### src/rtl/cache_pkg.sv
package cache_pkg;

    // *************************************************************************
    // cache geometry
    // *************************************************************************
    localparam int s_offset = 5;                  // byte offset bits within a line.
    localparam int s_index  = 4;                  // set index bits.
    localparam int s_wayidx = 2;                  // way number bits.
    localparam int s_tag    = 23;                 // what is left of a 32-bit address.
    localparam int s_line   = 256;                // bits per line.
    localparam int num_sets = 16;
    localparam int num_ways = 4;
    localparam int s_mask   = 32;                 // one enable per byte of a line.

    typedef logic [31:0]           addr_t;
    typedef logic [s_line-1:0]     line_t;
    typedef logic [s_mask-1:0]     mask_t;
    typedef logic [s_tag-1:0]      tag_t;
    typedef logic [s_index-1:0]    index_t;
    typedef logic [s_wayidx-1:0]   way_t;
    typedef logic [num_ways-2:0]   plru_t;        // bit 0 is the root of the tree.

    // *************************************************************************
    // bundles between the ports, the FSM and the datapath
    // *************************************************************************
    typedef struct packed {
        logic  read;
        logic  write;
        addr_t address;
        mask_t byte_enable;
        line_t wdata;
    } cpu_req_t;

    typedef struct packed {
        logic  read;
        logic  write;
        addr_t address;
        line_t wdata;
    } pmem_req_t;

    typedef struct packed {
        logic ld_valid;
        logic ld_dirty;
        logic ld_tag;
        logic ld_data;
        logic ld_plru;
        logic dirty_val;
        logic dirty_victim;                       // dirty write goes to the victim way.
        logic data_victim;                        // data write goes to the victim way.
        logic data_from_mem;                      // full line from memory, else CPU bytes.
        logic addr_from_victim;                   // memory address carries the victim tag.
    } dp_ctrl_t;

    typedef struct packed {
        logic hit;
        logic victim_dirty;
    } dp_status_t;

    typedef enum logic [2:0] {
        idle,
        lookup,
        compare,
        writeback,
        fill
    } cache_state_t;

endpackage

### src/rtl/cache_control.sv
`timescale 1ns/1ps

module cache_control (
    input  logic                  clk,
    input  logic                  rst,
    input  cache_pkg::cpu_req_t   req,
    input  cache_pkg::dp_status_t status,
    output cache_pkg::dp_ctrl_t   ctrl,
    output logic                  mem_resp,
    output logic                  pmem_read,
    output logic                  pmem_write,
    input  logic                  pmem_resp
);

    cache_pkg::cache_state_t state;
    cache_pkg::cache_state_t state_next;

    always_ff @(posedge clk) begin
        if (rst) begin
            state <= cache_pkg::idle;
        end else begin
            state <= state_next;
        end
    end

    // *************************************************************************
    // next state and output decode
    // *************************************************************************
    always_comb begin
        state_next = state;
        ctrl       = '0;
        mem_resp   = 1'b0;
        pmem_read  = 1'b0;
        pmem_write = 1'b0;

        unique case (state)
            cache_pkg::idle: begin
                if (req.read || req.write) begin
                    state_next = cache_pkg::lookup;  // the set index is already at the SRAMs.
                end
            end

            cache_pkg::lookup: begin
                state_next = cache_pkg::compare;     // tag, valid and dirty are read out here.
            end

            cache_pkg::compare: begin
                if (status.hit) begin
                    mem_resp     = 1'b1;
                    ctrl.ld_plru = 1'b1;
                    if (req.write) begin
                        // merge the CPU bytes into the hit line and mark it dirty.
                        ctrl.ld_data   = 1'b1;
                        ctrl.ld_dirty  = 1'b1;
                        ctrl.dirty_val = 1'b1;
                    end
                    state_next = cache_pkg::idle;
                end else if (status.victim_dirty) begin
                    state_next = cache_pkg::writeback;
                end else begin
                    state_next = cache_pkg::fill;   // a clean victim is simply overwritten.
                end
            end

            cache_pkg::writeback: begin
                pmem_write            = 1'b1;
                ctrl.addr_from_victim = 1'b1;       // old line goes back to its own address.
                if (pmem_resp) begin
                    state_next = cache_pkg::fill;
                end
            end

            cache_pkg::fill: begin
                pmem_read = 1'b1;
                if (pmem_resp) begin
                    // the new line replaces the victim and arrives clean.
                    ctrl.ld_data       = 1'b1;
                    ctrl.data_victim   = 1'b1;
                    ctrl.data_from_mem = 1'b1;
                    ctrl.ld_tag        = 1'b1;
                    ctrl.ld_valid      = 1'b1;
                    ctrl.ld_dirty      = 1'b1;
                    ctrl.dirty_victim  = 1'b1;
                    ctrl.dirty_val     = 1'b0;
                    state_next         = cache_pkg::lookup;  // re-read the set, which now hits.
                end
            end

            default: begin
                state_next = cache_pkg::idle;
            end
        endcase
    end

    // *************************************************************************
    // protocol checks
    // *************************************************************************
    assert property (@(posedge clk) disable iff (rst)
        !(pmem_read && pmem_write))
        else $error("pmem_read and pmem_write are both high");

    assert property (@(posedge clk) disable iff (rst)
        mem_resp |-> (state == cache_pkg::compare) && $past(state) == cache_pkg::lookup)
        else $error("mem_resp outside of compare");

    // the CPU keeps its request steady from the sampling edge until mem_resp.
    assert property (@(posedge clk) disable iff (rst)
        (state != cache_pkg::idle) |-> $stable(req))
        else $error("the CPU request changed while it was pending");

endmodule

### config.mk
export PLATFORM = sky130hd
export DESIGN_NAME = cache_control
export DESIGN_NICKNAME = d
export VERILOG_FILES = /design/src/rtl/cache_pkg.sv /design/src/rtl/cache_control.sv
export SDC_FILE = /design/constraint.sdc
export NUM_CORES = 1
export LEC_CHECK = 0
export BUFFER_PORTS_ARGS = -buffer_cell sky130_fd_sc_hd__buf_2
export CAP_MARGIN = 20
export CELL_PAD_IN_SITES_DETAIL_PLACEMENT = 0
export CELL_PAD_IN_SITES_GLOBAL_PLACEMENT = 1
export CORE_AREA = 4 4 132 134
export DETAILED_ROUTE_END_ITERATION = 8
export DIE_AREA = 0 0 136 138
export PLACE_DENSITY = 0.95
export SLEW_MARGIN = 0
export SYNTH_ARGS = -nofsm -noshare
export SYNTH_HDL_FRONTEND = slang
export SYNTH_SLANG_ARGS = --single-unit
### constraint.sdc
create_clock -name clk -period 1.2 [get_ports clk]
set_input_delay 0.18 -clock clk [delete_from_list [all_inputs] [get_ports clk]]
set_output_delay 0.18 -clock clk [all_outputs]
set_load 0.02 [all_outputs]
==> out/results.ini, run 1 <==
[cts]
hold_buffers = 0
clock_tree.root_cell = clkbuf_16
cts_tree = built
clk_latency_ns = 0.22
cts-htree-levels = 1
clock-sinks = 3
path_clk_slew_ns = 0.03
cts_buffers = 3
cts_max_path_buffers = 2

[hold_path]
hold_class = in -> reg

[worst_setup_path]
crit_chain = nor2b_4 > and3b_2 > and2_4 > buf_6
path_max_fanout = 4
cp-end-kind = primary output
r2r_slack_ns = 0.11
critPathArrivalTime_ns = 1.17
worstSetupPathType = reg -> out
slowest_stage = dfxtp_4
worstPathRequired_ns = 1.02
critPathLaunchType = flop
slowest_delay_ns = 0.36

[timing]
timing.final.ws_setup_ns = -0.155
tightestPinTransition_ns = 0.177
period_share_pct = 113
setup_viol = 13
slew_headroom_pct = 88.2
hold_ws_ns = 0.144
max_freq_mhz = 738
fin_tns_setup_ns = -1.49
final-hold-violation-count = 0
finalCriticalPeriod_ns = 1.35
skew_ns = 0.00158
slew_viol_final = 0
rsz0062_at_grt = yes

[global_routing]
grt_usage_pct = 1.67
first_global_vias = 355
grt_overflow = 0
antenna_found_initial = 0
grt_max_degree = 7
grt_pass1_wl_um = 2150

[die]
core-area_um2 = 16300
start_util_pct = 1.66
die_w_um = 136
die_height_um = 138
die-area_um2 = 18800
rows = 47
num_io_pins = 340

[detailed_routing]
vias_per_cell = 1.12
wirelength_um = 1440
drtAntennaViolNets = 0
first_iter_violations = 4
wire_per_inst_um = 5.16
drc = 0
num_vias = 311
first_pass_iters = 2

[pwr]
power_density_nw_per_um2 = 934
ir_drop_v = 0.000264
power_uw = 804
leakagePower_nw = 0.279

[run]
maxCapViolations = 0

[synth]
ys_seq_area_share_pct = 22.2
syn-num-nets = 361
ys_ff_latch = 3
yosysWarnings = 0
synth_area_um2 = 270
yosysUniqueCellTypes = 22
avgSynthCellArea_um2 = 7.95
synth_cells = 34

[cells_and_area]
fillers = 1932
regMostFlops = state
diodes = 0
top_regs = state x3
nets = 386
layout-drive-gt1-share_pct = 74.1
largest_register_ffs = 3
area_growth_pct = 219

[placed_design]
io_buffers = 19
gp_congestion = 0.677
dpl.hpwl_um = 1230

[run_status]
status = complete, but fails checks
violations = setup timing

## layout make-up
class                           instances  area, µm²  share of cell area (%)
Multi-Input combinational cell         22        190                    22.1
Clock buffer                            4       78.8                    9.16
Sequential cell                         3       68.8                    7.99
Tap cell                              220        275                    32.0
Timing Repair Buffer                   28        244                    28.3
Inverter                                1       3.75                   0.436
## stage by stage
step	setup WS (ns)	cells	area [µm²]	utilization, %
floorplan	-0.122	34	333	-
global placement	-0.00708	272	673	4.13
detailed placement	-0.0168	272	673	4.13
CTS	-0.172	278	852	5.23
global route	-0.220	278	861	5.28
finish	-0.155	278	861	5.28
## cells in the mapped netlist
library cell	n	area share [%]
and2_1	3	6.9
nor2b_2	1	3.2
nand3_1	1	1.9
dfxtp_1	3	22
buf_4	7	19
buf_2	1	1.9
a2111o_1	1	4.2
nand3b_1	1	2.8
nand2b_1	1	2.3
and3b_1	1	3.2
o21ai_1	1	1.9
nor2b_1	1	2.3
nor3_1	2	3.7
o21bai_1	1	2.8
a22oi_1	1	2.8
nor3b_1	1	2.8
nor2_1	1	1.4
nor3b_2	1	4.6
nand2_1	1	1.4
a32oi_1	1	3.2
a21oi_1	2	3.7
inv_1	1	1.4
## path summary, 6_finish.rpt
path | startpoint | to | cells past startpoint
max | state[1] | ctrl[4] | 4
min | rst | state[2] | 2
min reg2reg | state[2] | state[1] | 2
max reg2reg | state[2] | state[2] | 5
## critical path, delay by kind of cell, from the launching register on
| kind | cells | cell delay, ns |
|---|---|---|
| AND/OR/NAND/NOR | 3 | 0.48 |
| flip-flops | 1 | 0.36 |
| buffers and inverters | 1 | 0.11 |
## cell families after synthesis
logic type | Yosys count | synth area share (%)
and+or+nand+nor | 15 | 36.6
DFF | 3 | 22.2
AOI/OAI and AO/OA | 7 | 18.5
buffers and inverters | 9 | 22.7
## layer usage
metal	vias up	wire length (µm)	track usage, %
met3	0	114	1.09
met4	0	0	0.477
met2	10	836	3.08
met5	-	0	0
li1	160	-	-
met1	141	484	1.48
## layout by cell type, fill, tap and decap left out, drive strengths merged
| cell type | n |
|---|---|
| buf | 28 |
| clkbuf | 4 |
| and2 | 3 |
| dfxtp | 3 |
| nor3 | 2 |
| nor2b | 2 |
| nor3b | 2 |
| a21oi | 2 |
| and3b | 1 |
| nand3 | 1 |
| nand3b | 1 |
| nand2 | 1 |
| a22oi | 1 |
| inv | 1 |
| a2111o | 1 |
| o21ai | 1 |
| nand2b | 1 |
| o21bai | 1 |
| a32oi | 1 |
| nor2 | 1 |
## power by group
group	internal, mW	total (mW)	switching [mW]
combinational	0.0858	0.153	0.0667
clock	0.438	0.528	0.0899
sequential	0.108	0.123	0.0145
## what timing repair did
action / 4_1_cts / 5_1_grt
setup buffers: 3 / 1
setup endpoints to repair: 13 / 15
endpoints found under the hold margin: 0 / 0
pin swaps: 5 / 1
resized for setup: 29 / 2
No activity file was read; power rests on OpenSTA's default activity.
==> run 2, diff against run 1 <==
- CTS_BUF_LIST: not set -> sky130_fd_sc_hd__clkbuf_2 sky130_fd_sc_hd__clkbuf_4 sky130_fd_sc_hd__clkbuf_8
==> out/results.ini, run 2 (same netlist as run 1, synthesis figures left out) <==
[run_status]
status = complete, but fails checks
violations = setup timing

[worst_setup_path]
cp_top_family = simple AND/OR/NAND/NOR gates
cp-end-kind = primary output
critPathLaunchType = flop
startpoint = state[1]
slowest_delay_ns = 0.36  ; about the same
critPathArrivalTime_ns = 1.17  ; about the same
worstSetupPathType = reg -> out
worstPathRequired_ns = 1.02  ; about the same
slowest_stage = dfxtp_4
r2r_start = state[2]
crit_chain = nor2b_4 > and3b_2 > and2_4 > buf_6
crit_buf_inv = 1  ; unchanged
path_max_fanout = 4  ; unchanged

[global_routing]
met1_usage_pct = 1.43  ; -0.044 points
grt_pass1_wl_um = 2090  ; -2.6%
grt_util_met3_pct = 1.09  ; unchanged
first_global_vias = 349  ; -1.7%
grtUsageMet2_pct = 3.00  ; -0.078 points
grt_max_degree = 7  ; unchanged
antenna_found_initial = 0  ; unchanged
grt_overflow = 0  ; unchanged
grt_usage_pct = 1.66  ; -0.015 points
grt-busiest-layer = met2

[detailed_routing]
drc = 0  ; unchanged
first_pass_iters = 2  ; unchanged
first_iter_violations = 4  ; unchanged
wire_per_inst_um = 5.07  ; -1.8%
drtAntennaViolNets = 0  ; unchanged
wirelength_um = 1410  ; -1.8%
num_vias = 316  ; +1.6%
vias_per_cell = 1.14  ; +1.6%

[cells_and_area]
top_regs = state x3
finalCoreUtilization_pct = 5.10  ; -0.18 points
layout-drive-gt1-share_pct = 75.9  ; +1.7 points
area_growth_pct = 207
largest_register_ffs = 3  ; unchanged
layout_common_cells = buf_6 (13), buf_4 (9), buf_2 (6)
regMostFlops = state
diodes = 0  ; unchanged
layout_commonest_cell = buf_6
nets = 386  ; unchanged
fin_cells = 278  ; unchanged
fillers = 1935  ; +0.16%

[cts]
clk_latency_ns = 0.21  ; about the same
cts_max_path_buffers = 2  ; unchanged
cts_buffers = 3  ; unchanged
clock_tree.root_cell = clkbuf_8
clock-sinks = 3  ; unchanged
path_clk_slew_ns = 0.03  ; about the same
cts-htree-levels = 1  ; unchanged
cts_tree = built

[pwr]
switchingPower_uw = 146  ; -15%
power_uw = 589  ; -27%
comb_power_share_pct = 25.8  ; +6.8 points
pwr-share-seq_pct = 20.8  ; +5.5 points
clkPwrFrac_pct = 53.4  ; -12 points
power_density_nw_per_um2 = 709  ; -24%
ir_drop_v = 0.000181  ; -31%
p_int_uw = 443  ; -30%
leakagePower_nw = 0.267  ; -4.3%
p_sw_share_pct = 24.8  ; +3.5 points

[placed_design]
placedCellCount = 272  ; unchanged
gp_congestion = 0.677  ; unchanged
io_buffers = 19  ; unchanged
dpl.hpwl_um = 1230  ; unchanged

[timing]
max_freq_mhz = 742  ; +0.53%
setup_viol = 12  ; -1
final-hold-violation-count = 0  ; unchanged
slew_viol_final = 0  ; unchanged
tightestPinTransition_ns = 0.176  ; -0.000359 ns
fin_tns_setup_ns = -1.37  ; +0.116 ns
timing.final.ws_setup_ns = -0.147  ; +0.00708 ns
slew_headroom_pct = 88.2  ; about the same
period_share_pct = 112  ; -0.59 points
hold_ws_ns = 0.151  ; +0.00703 ns
skew_ns = 0.000148  ; -0.00144 ns
finalCriticalPeriod_ns = 1.35  ; -0.00708 ns
rsz0062_at_grt = yes

[run]
maxCapViolations = 0  ; unchanged

[die]
die_height_um = 138  ; unchanged
rows = 47  ; unchanged
num_io_pins = 340  ; unchanged
die-area_um2 = 18800  ; unchanged
start_util_pct = 1.66  ; unchanged
core-area_um2 = 16300  ; unchanged
die_w_um = 136  ; unchanged

[hold_path]
holdCritStartpoint = rst
hold_class = in -> reg

run 2: cell counts in the layout (fill, tap and decap cells not counted):
Identical to the previous run, type by type.
run 2: per-layer routing:
layer  part of all wire (%)  vias to the layer above  wire length (µm)
met3                    8.3                        4               117
met4                    1.8                        0                25
met1                     33                      140               471
li1                       -                      160                 -
met5                      0                        -                 0
met2                     56                       12               794
run 2: final timing paths:
| path | end | slack, ns | cells after the start |
|---|---|---|---|
| max | ctrl[4] | -0.15 | 4 |
| min | state[0] | 0.15 | 2 |
| max reg2reg | state[2] | 0.11 | 5 |
| min reg2reg | state[1] | 0.56 | 2 |
run 2: cell type report:
class                      count  area [µm²]  area share [%]
clock buffer                   4        48.8            5.87
tap                          220         275            33.1
multi-input combinational     22         190            22.9
sequential                     3        68.8            8.28
inverter                       1        3.75           0.452
timing repair buffer          28         244            29.4
run 2: power groups by stage:
stage	combinational [mW]	sequential [mW]	clock (mW)
6_report	0.152	0.123	0.314
5_1_grt	0.167	0.125	0.336
3_3_place_gp	0.129	0.125	0
2_1_floorplan	0.0887	0.118	0
4_1_cts	0.153	0.123	0.326
3_5_place_dp	0.131	0.125	0
run 2: worst register-to-register path, cell delays in order (launching register included):
cell,delay (ns)
dfxtp_4,0.35
nor3b_4,0.15
buf_4,0.13
buf_4,0.12
a32oi_1,0.16
nor2_1,0.06
run 2: what timing repair did:
| action | in CTS | in global routing |
|---|---|---|
| setup buffers | 2 | 1 |
| hold buffers | 0 | 0 |
| pin swaps | 5 | 1 |
| endpoints found under the setup margin | 13 | 15 |
| gates resized for setup | 30 | 1 |
run 2: stage by stage:
step	area, µm²	worst slack (ns)
after floorplan	333	-0.122
after global placement	673	-0.00708
after detailed placement	673	-0.0168
after CTS	826	-0.167
after global routing	831	-0.216
final	831	-0.147
==> run 3, diff against run 2 <==
- clock period: 1.2 -> 1.15 ns (I/O delays scaled with it)
==> out/results.ini, run 3 (same netlist as run 1, synthesis figures left out) <==
[pwr]
p_int_uw = 457  ; +3.2%
leakagePower_nw = 0.261  ; -2.0%
clkPwrFrac_pct = 53.1  ; -0.3 points
power_density_nw_per_um2 = 738  ; +4.1%
power_uw = 609  ; +3.4%
comb_power_share_pct = 26.1  ; +0.3 points
switchingPower_uw = 152  ; +4.2%
p_sw_share_pct = 24.9  ; +0.17 points
ir_drop_v = 0.000176  ; -2.5%
pwr-share-seq_pct = 20.8  ; about the same

[cts]
cts_max_path_buffers = 2  ; unchanged
path_clk_slew_ns = 0.03  ; about the same
cts_buffers = 3  ; unchanged
cts_tree = built
hold_buffers = 0  ; unchanged
cts-htree-levels = 1  ; unchanged
clk_latency_ns = 0.21  ; about the same
clock_tree.root_cell = clkbuf_8
clock-sinks = 3  ; unchanged

[timing]
hold_ws_ns = 0.153  ; +0.00205 ns
setup_viol = 13  ; +1
slew_viol_final = 0  ; unchanged
timing.final.ws_setup_ns = -0.207  ; -0.0593 ns
slew_headroom_pct = 86.9  ; -1.4 points
max_freq_mhz = 737
final-hold-violation-count = 0  ; unchanged
tightestPinTransition_ns = 0.196  ; +0.0199 ns
period_share_pct = 118
rsz0062_at_grt = yes
finalCriticalPeriod_ns = 1.36
skew_ns = 0.00194  ; +0.00180 ns

[detailed_routing]
vias_per_cell = 1.16  ; +2.3%
wire_per_inst_um = 5.35  ; +5.5%
drc = 0  ; unchanged
wirelength_um = 1480  ; +5.1%
first_pass_iters = 4  ; +2
first_iter_violations = 8  ; +4
num_vias = 322  ; +1.9%
drtAntennaViolNets = 0  ; unchanged

[cells_and_area]
largest_register_ffs = 3  ; unchanged
nets = 385  ; -0.26%
layout-drive-gt1-share_pct = 77.2  ; +1.3 points
layout_commonest_cell = buf_6
layout_common_cells = buf_6 (12), buf_4 (8), buf_2 (7)
regMostFlops = state
area_growth_pct = 206
top_regs = state x3
diodes = 0  ; unchanged

[placed_design]
io_buffers = 19  ; unchanged
dpl.hpwl_um = 1310  ; +6.4%
dp_worst_setup_slack_ns = -0.0452  ; -0.0283 ns
gp_congestion = 0.682  ; +0.77%

[die]
die_height_um = 138  ; unchanged
core-area_um2 = 16300  ; unchanged
die-area_um2 = 18800  ; unchanged
start_util_pct = 1.66  ; unchanged
die_w_um = 136  ; unchanged
num_io_pins = 340  ; unchanged
rows = 47  ; unchanged

[global_routing]
grt_util_met3_pct = 1.42  ; +0.33 points
grt_usage_pct = 1.71  ; +0.052 points
grtUsageMet2_pct = 2.89  ; -0.10 points
antenna_found_initial = 2  ; +2
grt-busiest-layer = met2
grt_overflow = 0  ; unchanged
grt_pass1_wl_um = 2150  ; +2.6%
met1_usage_pct = 1.48  ; +0.044 points
first_global_vias = 359  ; +2.9%
grt_max_degree = 7  ; unchanged

[worst_setup_path]
critPathArrivalTime_ns = 1.18  ; about the same
reg2reg_depth = 5  ; unchanged
critPathLaunchType = flop
rr_endpoint = state[2]
slowest_stage = dfxtp_4
r2r_slack_ns = 0.07  ; -0.04 ns
crit_chain = nor2b_4 > and3b_2 > and2_4 > buf_6
path_max_fanout = 4  ; unchanged
worstPathRequired_ns = 0.98  ; -0.04 ns
slowest_delay_ns = 0.36  ; about the same
worstSetupPathType = reg -> out
cp-end-kind = primary output
r2r_start = state[2]

[hold_path]
holdPathStages = 2  ; unchanged
holdCritStartpoint = rst
hold_class = in -> reg
hold_end = state[0]

[run_status]
violations = setup timing
status = complete, but fails checks

[run]
maxCapViolations = 0  ; unchanged

run 3: worst max path at each step:
stage,from,end,slack [ns],depth (start not counted)
after floorplan,state[0],ctrl[2],-0.16,4
after global placement,state[1],ctrl[4],-0.04,4
after detailed placement,state[1],ctrl[4],-0.05,4
after CTS,state[1],ctrl[4],-0.22,4
after global routing,state[1],ctrl[4],-0.24,4
final,state[1],ctrl[4],-0.21,4
run 3: timing repair:
item                                    CTS  global route
pin swaps                                 6             4
endpoints found under the setup margin   15            16
gates resized for setup                  27             3
buffers inserted                          2             2
run 3: per-layer routing:
metal / routed length [µm] / up-vias
met1: 478 / 145
met3: 160 / 4
li1: - / 158
met2: 805 / 11
met5: 33 / -
met4: 4 / 4
run 3: final cells by class:
cell class                      count  area (µm²)
Fill cell                        1931       15500
Inverter                            1        3.75
Clock buffer                        4        48.8
Timing Repair Buffer               27         230
Multi-Input combinational cell     22         199
Tap cell                          220         275
Sequential cell                     3        68.8
run 3: through the flow:
stage	setup TNS [ns]	util, %	area (µm²)	std cells
2_1_floorplan	-0.720	-	334	34
3_3_place_gp	-0.0973	4.14	674	272
3_5_place_dp	-0.103	4.14	674	272
4_1_cts	-2.20	4.99	813	277
5_1_grt	-2.66	5.07	826	277
6_report	-1.97	5.07	826	277
run 3: power by group through the flow:
stage | sequential, mW | clock [mW] | combinational, mW
after floorplan | 0.123 | 0 | 0.0929
after detailed placement | 0.129 | 0 | 0.136
after global placement | 0.129 | 0 | 0.133
final | 0.127 | 0.323 | 0.159
after global routing | 0.129 | 0.343 | 0.173
after CTS | 0.127 | 0.334 | 0.157
run 3: critical path, delay by kind of cell, from the launching register on:
kind | cells | cell delay, ns
flip-flops | 1 | 0.36
AND/OR/NAND/NOR | 3 | 0.50
buffers and inverters | 1 | 0.11
